--- config.mk ---
export PLATFORM = sky130hd
export DESIGN_NAME = ppfifo_stream_top
export DESIGN_NICKNAME = d
export VERILOG_FILES = /design/src/verilog/ppfifo_pkg.sv /design/src/verilog/adapter_ppfifo_2_axi_stream.sv /design/src/verilog/ppfifo.sv /design/src/verilog/ppfifo_stream_top.sv /design/src/verilog/ppfifo_writer.sv
export SDC_FILE = /design/constraint.sdc
export NUM_CORES = 1
export LEC_CHECK = 0
export BUFFER_PORTS_ARGS = -buffer_cell sky130_fd_sc_hd__buf_2
export CAP_MARGIN = 20
export CORE_UTILIZATION = 43
export DETAILED_ROUTE_END_ITERATION = 12
export GPL_ROUTABILITY_DRIVEN = 1
export GPL_TIMING_DRIVEN = 0
export SYNTH_ARGS = -nofsm -noshare
export SYNTH_HDL_FRONTEND = slang
export SYNTH_SLANG_ARGS = --single-unit
export TNS_END_PERCENT = 5
--- constraint.sdc ---
create_clock -name clk -period 15.1 [get_ports clk]
set_clock_uncertainty 0.1 [all_clocks]
set_input_delay 1.51 -clock clk [delete_from_list [all_inputs] [get_ports clk]]
set_output_delay 1.51 -clock clk [all_outputs]
set_load 0.03 [all_outputs]
--- src/verilog/ppfifo_pkg.sv ---
// shared types for the ping-pong FIFO stream path
//   data_t          one stream word
//   size_t          word count of a committed bank
//   axis_beat_t     one output beat, data plus last flag
//   adapter_state_t read adapter state encoding
`default_nettype none

package ppfifo_pkg;

  // stream word width
  typedef logic [31:0] data_t;

  // bank fill count, covers depths up to 2**23 words
  typedef logic [23:0] size_t;

  // one output beat
  // last marks the final word of a bank
  typedef struct packed {
    data_t data;
    logic  last;
  } axis_beat_t;

  // read adapter FSM
  // idle waits for a committed bank
  // ready streams beats
  // release lets the FIFO free the bank
  typedef enum logic [1:0] {
    IDLE,
    READY,
    RELEASE
  } adapter_state_t;

endpackage

`default_nettype wire

--- src/verilog/adapter_ppfifo_2_axi_stream.sv ---
// ping-pong FIFO read side to AXI-Stream adapter
//   claims a committed bank and streams it as one packet
//   valid holds until ready, beat data is the fall-through word
//   last on the beat where the counter reaches size minus one
`timescale 1ns/10ps
`default_nettype none

module adapter_ppfifo_2_axi_stream (
  input  wire                     clk,
  input  wire                     rst,

  // FIFO read side
  input  wire                     i_ppfifo_rdy,
  output logic                    o_ppfifo_act,
  input  ppfifo_pkg::size_t       i_ppfifo_size,
  input  ppfifo_pkg::data_t       i_ppfifo_data,
  output logic                    o_ppfifo_stb,

  // AXI-Stream output
  input  wire                     i_axi_ready,
  output logic                    o_axi_valid,
  output ppfifo_pkg::axis_beat_t  o_axi_beat
);

  import ppfifo_pkg::*;

  adapter_state_t r_state;
  // beat index within the packet
  size_t          r_count;

  logic           w_last;
  logic           w_xfer;

  // final word of the bank
  assign w_last  = (r_count == (i_ppfifo_size - size_t'(1)));

  // beat accepted this cycle
  assign w_xfer  = o_axi_valid && i_axi_ready;

  // step the FIFO on every transfer but the last,
  // the bank is freed instead
  assign o_ppfifo_stb = w_xfer && !w_last;

  // word passes straight through, stable while the index holds
  assign o_axi_beat.data = i_ppfifo_data;
  assign o_axi_beat.last = w_last;

  always_ff @(posedge clk) begin
    if (rst) begin
      r_state      <= IDLE;
      r_count      <= '0;
      o_ppfifo_act <= 1'b0;
      o_axi_valid  <= 1'b0;
    end else begin
      case (r_state)
        IDLE: begin
          // claim the next committed bank
          if (i_ppfifo_rdy) begin
            r_count      <= '0;
            o_ppfifo_act <= 1'b1;
            r_state      <= READY;
          end
        end
        READY: begin
          if (!o_axi_valid) begin
            // first beat, one cycle after the claim
            o_axi_valid <= 1'b1;
          end else if (w_xfer) begin
            if (w_last) begin
              // packet done, drop valid and free the bank
              o_axi_valid  <= 1'b0;
              o_ppfifo_act <= 1'b0;
              r_state      <= RELEASE;
            end else begin
              r_count <= r_count + size_t'(1);
            end
          end
          // no transfer, valid and beat hold
        end
        RELEASE: begin
          // FIFO toggles its read pointer this cycle
          r_state <= IDLE;
        end
        default: begin
          r_state      <= IDLE;
          o_ppfifo_act <= 1'b0;
          o_axi_valid  <= 1'b0;
        end
      endcase
    end
  end

endmodule

`default_nettype wire

--- src/verilog/ppfifo.sv ---
// two-bank ping-pong FIFO
//   write side claims a bank, fills it and commits it
//   read side claims the committed bank in write order
//   per-bank fill count doubles as the packet size on the read side
//   read data is first word fall-through
`timescale 1ns/10ps
`default_nettype none

module ppfifo #(
  parameter int DEPTH_LOG2 = 4
) (
  input  wire                clk,
  input  wire                rst,

  // write side
  output logic               o_wr_rdy,
  input  wire                i_wr_act,
  input  wire                i_wr_stb,
  input  ppfifo_pkg::data_t  i_wr_data,
  output logic               o_wr_full,

  // read side
  output logic               o_rd_rdy,
  input  wire                i_rd_act,
  input  wire                i_rd_stb,
  output ppfifo_pkg::size_t  o_rd_size,
  output ppfifo_pkg::data_t  o_rd_data
);

  import ppfifo_pkg::*;

  localparam int DEPTH = 2 ** DEPTH_LOG2;

  // bank storage
  data_t                 r_mem [0:1][0:DEPTH-1];

  // per-bank status
  logic [1:0]            r_committed;
  size_t                 r_count [0:1];

  // write side control
  logic                  r_wr_ptr;
  logic                  r_wr_active;

  // read side control
  logic                  r_rd_ptr;
  logic                  r_rd_active;
  logic [DEPTH_LOG2-1:0] r_rd_idx;

  logic [DEPTH_LOG2-1:0] w_wr_idx;
  logic                  w_wr_en;

  // next word goes at the current fill count
  assign w_wr_idx  = r_count[r_wr_ptr][DEPTH_LOG2-1:0];

  // full once the count reaches depth, only meaningful while claimed
  assign o_wr_full = r_wr_active && (r_count[r_wr_ptr] == size_t'(DEPTH));

  // drop strobes past the end of the bank
  assign w_wr_en   = r_wr_active && i_wr_act && i_wr_stb && !o_wr_full;

  // bank in write order must be drained and unclaimed
  assign o_wr_rdy  = !r_wr_active && !r_committed[r_wr_ptr];

  // bank in read order must be committed and unclaimed
  assign o_rd_rdy  = r_committed[r_rd_ptr] && !r_rd_active;

  // fall-through read path
  assign o_rd_size = r_count[r_rd_ptr];
  assign o_rd_data = r_mem[r_rd_ptr][r_rd_idx];

  // word storage
  always_ff @(posedge clk) begin
    if (w_wr_en) begin
      r_mem[r_wr_ptr][w_wr_idx] <= i_wr_data;
    end
  end

  always_ff @(posedge clk) begin
    if (rst) begin
      r_committed <= '0;
      r_count[0]  <= '0;
      r_count[1]  <= '0;
      r_wr_ptr    <= 1'b0;
      r_wr_active <= 1'b0;
      r_rd_ptr    <= 1'b0;
      r_rd_active <= 1'b0;
      r_rd_idx    <= '0;
    end else begin
      // write side
      if (!r_wr_active) begin
        // claim, restart the fill count
        if (i_wr_act && o_wr_rdy) begin
          r_wr_active       <= 1'b1;
          r_count[r_wr_ptr] <= '0;
        end
      end else if (!i_wr_act) begin
        r_wr_active <= 1'b0;
        // an empty bank is handed back without a commit
        if (r_count[r_wr_ptr] != '0) begin
          r_committed[r_wr_ptr] <= 1'b1;
          r_wr_ptr              <= ~r_wr_ptr;
        end
      end else if (w_wr_en) begin
        r_count[r_wr_ptr] <= r_count[r_wr_ptr] + size_t'(1);
      end

      // read side
      // never the same bank as the write side, commit and free cannot collide
      if (!r_rd_active) begin
        if (i_rd_act && o_rd_rdy) begin
          r_rd_active <= 1'b1;
        end
      end else if (!i_rd_act) begin
        // free the bank, move on in write order
        r_rd_active           <= 1'b0;
        r_committed[r_rd_ptr] <= 1'b0;
        r_rd_ptr              <= ~r_rd_ptr;
        // index back to word 0 so the next bank falls through at once
        r_rd_idx              <= '0;
      end else if (i_rd_stb) begin
        r_rd_idx <= r_rd_idx + DEPTH_LOG2'(1);
      end
    end
  end

endmodule

`default_nettype wire

--- src/verilog/ppfifo_stream_top.sv ---
// streaming path top level
//   ppfifo_writer                input strobes into the write bank
//   ppfifo                       two-bank ping-pong storage
//   adapter_ppfifo_2_axi_stream  committed banks out as packets
`timescale 1ns/10ps
`default_nettype none

module ppfifo_stream_top #(
  parameter int DEPTH_LOG2 = 4
) (
  input  wire                     clk,
  input  wire                     rst,

  // word input
  input  wire                     i_in_stb,
  input  ppfifo_pkg::data_t       i_in_data,
  input  wire                     i_flush,
  output logic                    o_in_rdy,

  // packet output
  input  wire                     i_axis_ready,
  output logic                    o_axis_valid,
  output ppfifo_pkg::axis_beat_t  o_axis_beat
);

  import ppfifo_pkg::*;

  // writer to FIFO
  logic  wr_rdy;
  logic  wr_act;
  logic  wr_stb;
  data_t wr_data;
  logic  wr_full;

  // FIFO to adapter
  logic  rd_rdy;
  logic  rd_act;
  logic  rd_stb;
  size_t rd_size;
  data_t rd_data;

  ppfifo_writer ppfifo_writer_inst (
    .clk        (clk),
    .rst        (rst),
    .i_in_stb   (i_in_stb),
    .i_in_data  (i_in_data),
    .i_flush    (i_flush),
    .o_in_rdy   (o_in_rdy),
    .i_wr_rdy   (wr_rdy),
    .o_wr_act   (wr_act),
    .o_wr_stb   (wr_stb),
    .o_wr_data  (wr_data),
    .i_wr_full  (wr_full)
  );

  ppfifo #(
    .DEPTH_LOG2 (DEPTH_LOG2)
  ) ppfifo_inst (
    .clk        (clk),
    .rst        (rst),
    .o_wr_rdy   (wr_rdy),
    .i_wr_act   (wr_act),
    .i_wr_stb   (wr_stb),
    .i_wr_data  (wr_data),
    .o_wr_full  (wr_full),
    .o_rd_rdy   (rd_rdy),
    .i_rd_act   (rd_act),
    .i_rd_stb   (rd_stb),
    .o_rd_size  (rd_size),
    .o_rd_data  (rd_data)
  );

  adapter_ppfifo_2_axi_stream adapter_inst (
    .clk            (clk),
    .rst            (rst),
    .i_ppfifo_rdy   (rd_rdy),
    .o_ppfifo_act   (rd_act),
    .i_ppfifo_size  (rd_size),
    .i_ppfifo_data  (rd_data),
    .o_ppfifo_stb   (rd_stb),
    .i_axi_ready    (i_axis_ready),
    .o_axi_valid    (o_axis_valid),
    .o_axi_beat     (o_axis_beat)
  );

endmodule

`default_nettype wire

--- src/verilog/ppfifo_writer.sv ---
// strobe input to ping-pong FIFO write adapter
//   claims the next empty bank
//   forwards input strobes as write strobes
//   commits on full, or on flush once a word is stored
`timescale 1ns/10ps
`default_nettype none

module ppfifo_writer (
  input  wire                clk,
  input  wire                rst,

  // input source
  input  wire                i_in_stb,
  input  ppfifo_pkg::data_t  i_in_data,
  input  wire                i_flush,
  output logic               o_in_rdy,

  // FIFO write side
  input  wire                i_wr_rdy,
  output logic               o_wr_act,
  output logic               o_wr_stb,
  output ppfifo_pkg::data_t  o_wr_data,
  input  wire                i_wr_full
);

  // bank claimed
  logic r_act;
  // source may strobe, one cycle behind the claim
  logic r_rdy;
  // at least one word in the claimed bank
  logic r_has_data;

  logic w_flush_commit;

  // full drops both levels in the cycle right after the filling strobe
  assign o_wr_act  = r_act && !i_wr_full;
  assign o_in_rdy  = r_rdy && !i_wr_full;

  // strobes outside the ready window are ignored
  assign o_wr_stb  = i_in_stb && o_in_rdy;
  assign o_wr_data = i_in_data;

  // flush only commits a bank that holds data,
  // a word arriving with the flush counts
  assign w_flush_commit = i_flush && (r_has_data || o_wr_stb);

  always_ff @(posedge clk) begin
    if (rst) begin
      r_act      <= 1'b0;
      r_rdy      <= 1'b0;
      r_has_data <= 1'b0;
    end else if (!r_act) begin
      // idle, claim as soon as the FIFO offers a bank
      r_has_data <= 1'b0;
      if (i_wr_rdy) begin
        r_act <= 1'b1;
      end
    end else if (!r_rdy) begin
      // claim cycle, FIFO clears the count now
      r_rdy <= 1'b1;
    end else if (i_wr_full || w_flush_commit) begin
      // commit, FIFO sees act low next cycle
      r_act      <= 1'b0;
      r_rdy      <= 1'b0;
      r_has_data <= 1'b0;
    end else if (o_wr_stb) begin
      // a flush with no word stored is simply dropped
      // the next word lands in the same bank
      r_has_data <= 1'b1;
    end
  end

endmodule

`default_nettype wire
==> impl_metrics.yaml <==
global_route:
  grt_max_degree: 33
  grt-ovfl-total: 0
  antenna_found_initial: 14
  grt_pass1_wl_mm: 170
  first_global_vias: 23600
  grt.total_usage_pct: 22.5
sta:
  worst_slew_pin_slew_ns: 1.14
  setup_violations: 0
  fin_crit_ns: 8.98
  slew_headroom_pct: 24.1
  rsz0062_at_grt: "no"
  finalMaxSlewViolations: 0
  timing.fmax_mhz: 111
  tns_ns: 0
  hold_viol_final: 0
  layout_worst_path_cycle_share_pct: 59.4
drt:
  ant_nets: 0
  wl_met3_mm: 8.90
  top_signal_layer_used: "met5"
  drcViolationCount: 0
  wl_met1_mm: 47.8
  drt_wl_total_mm: 119
  vias_per_cell: 5.90
  wire_per_inst_um: 30.1
  wl_met2_mm: 60.1
  vias: 23300
  firstDrtPassIters: 5
  drt_iter0_drc: 2643
yosys:
  ys_types: 68
  synthDominantCellAreaShare_pct: 71.5
  yosys.area.top_type: "edfxtp_1"
  netlist_instances: 2205
  syn_area_per_cell_um2: 20.4
  ys_seq_area_share_pct: 73.4
  synth_area_leaders: "edfxtp_1 71%, mux4_2 16%, dfxtp_1 1.9%"
  netlist_area_um2: 45000
  ys_warn_count: 0
  synth_edf_count: 1072
  synth_fp_nets: 2249
  ys.flop_type: "edfxtp_1"
  async_flop_share_pct: 0
  synth-seq-cells: 1115
clocking:
  clock-sinks: 1115
  clk_latency_ns: 0.69
  clock_path_buffers: 3
  cts_tree: "built"
  cts_root_buf: "clkbuf_16"
  ctsResizeCount: 0
  clk_pin_slew_ns: 0.06
  cts_made_buffers: 111
  cts_setup_buffers: 0
  h-tree-depth: 3
  cts-hold-fix-buffers: 0
critical_path:
  cp_slowest_cell: "a2111oi_0"
  arrival_ns: 7.37
  crit_chain: "buf_4 > buf_2 > buf_2 > buf_2 > buf_2 > clkbuf_1 > buf_2 > mux2i_1 > ha_1 > nor4b_1 > nand4_1 > a2111oi_0 > nor2_1 > nor3_1 > nand4_2 > nor3_1 > buf_4 > buf_2"
  critPathLaunchType: "flop"
  cpMostUsedCell: "buf_2"
  path_class: "flop to primary output"
  cp_max_fo: 10
  crit_path_end_kind: "primary output"
  rrSetupSlack_ns: 7.62
  cp.required_ns: 13.49
  crit_path_max_incr_delay_ns: 0.83
run_status:
  outcome: "completed"
run:
  maxCapViolations: 0
power_and_ir_drop:
  p_per_area_nw_per_um2: 127
  ir_worst_vdd_mv: 0.0882
  p_leak_uw: 0.0159
layout:
  regArea_um2: 33100
  fill_cells: 8266
  stdcell_count: 3943
  multi_input_area_um2: 11700
  final_layout_size_suffix_gt1_share_pct: 28.8
  nNetsFinal: 2514
  syn_to_final_growth_pct: 16.6
  final_cell_mix: "1072 x edfxtp_1, 320 x mux4_2, 114 x clkbuf_16, 95 x clkbuf_1, 94 x buf_2"
  final_common_cell: "edfxtp_1"
floorplan:
  placementRows: 118
  dieArea_um2: 106000
  coreArea_um2: 104000
  die_h_um: 326
  io_pins: 72
  die_w_um: 326
  start_util_pct: 43.4
placed_design:
  place_congestion: 0.863
  portBuffers: 71
  dp.cells: 3732
  hpwl_mm: 81.7
min_path:
  min_from: "ppfifo_writer_inst.r_rdy"
  hp-class: "flop to flop"
logic make-up after synthesis:
group           Yosys count  share of synthesized area [%]
buf+inv                 128                           1.19
compound gates          114                           1.75
simple gates            364                           4.02
fa+ha+maj                 7                          0.195
mux                     413                           18.2
xor+xnor                 64                           1.28
flops                  1115                           73.4
per-stage QoR:
stage / hold slack (ns) / total power (uW) / setup slack [ns] / cell area (um2) / utilization [%]
global route: 0.394 / 6860 / 5.63 / 52500 / 50.6
global placement: 0.353 / 3890 / 2.76 / 47100 / 45.5
detailed placement: 0.354 / 3920 / 6.86 / 48700 / 47.0
CTS: 0.363 / 6700 / 6.08 / 52400 / 50.6
finish: 0.364 / 6670 / 6.12 / 52500 / 50.6
floorplan: 0.331 / 3760 / 8.44 / 45000 / -
Yosys cell counts (11+ instances only):
| library cell | count |
|---|---|
| clkbuf_1 | 73 |
| nor2_1 | 118 |
| xor2_1 | 20 |
| mux4_2 | 320 |
| nor3_1 | 24 |
| o21ai_0 | 14 |
| nand3_1 | 12 |
| nand4_1 | 12 |
| buf_1 | 17 |
| or3_1 | 14 |
| buf_2 | 22 |
| nand2_1 | 82 |
| nor4_1 | 11 |
| mux2_2 | 33 |
| and3_1 | 13 |
| xnor2_1 | 43 |
| dfxtp_1 | 43 |
| nand2b_1 | 26 |
| a21oi_1 | 33 |
| mux2i_1 | 60 |
| edfxtp_1 | 1072 |
per-layer routing:
metal / GRT usage, % / up-vias
li1: - / 9677
met1: 30.7 / 12500
met2: 38.3 / 934
met3: 3.99 / 155
met4: 4.39 / 8
met5: 0 / -
state kept, by name, indices dropped and copies added, names as in the netlist, named ones only:
register,cells
adapter_inst.o_ppfifo_act,1
adapter_inst.r_state,2
ppfifo_inst.r_committed,2
adapter_inst.o_axi_valid,1
ppfifo_inst.r_wr_active,1
ppfifo_inst.r_count,48
ppfifo_writer_inst.r_rdy,1
ppfifo_inst.r_wr_ptr,1
ppfifo_writer_inst.r_act,1
ppfifo_writer_inst.r_has_data,1
ppfifo_inst.r_rd_idx,4
adapter_inst.r_count,24
ppfifo_inst.r_rd_ptr,1
ppfifo_inst.r_mem,1024
ppfifo_inst.r_rd_active,1
final timing paths:
path	end	depth (start not counted)
worst min register to register	ppfifo_writer_inst.r_rdy	2
worst max-delay path	o_axis_beat[0]	18
worst min-delay path	ppfifo_writer_inst.r_rdy	2
worst max register to register	ppfifo_inst.r_mem[0][80]	19
power breakdown:
part / leakage [uW] / switching (uW) / total, uW / internal (uW)
sequential: 0.0100 / 32.7 / 3450 / 3420
combinational: 0.00402 / 268 / 413 / 145
clock: 0.00180 / 1150 / 2810 / 1650
layout make-up:
class                   instances  share of cell area (%)
diodes                          1                 0.00477
plain buffers                 117                   0.947
clock buffers                 141                    5.71
clock inverters                64                    1.33
inverters                      11                  0.0787
multi-input cells             962                    22.2
flip-flops and latches       1115                    63.0
well taps                    1380                    3.29
repair buffers                152                    3.42
critical path, delay by kind of cell, from the launching register on:
kind,cells,cell delay [ns]
adders and majority gates,1,0.28
muxes,1,0.26
buffers and inverters,9,3.18
DFF,1,0.37
and+or+nand+nor,6,1.71
AOI/OAI and AO/OA,1,0.83
No activity file was read; power rests on OpenSTA's default activity.
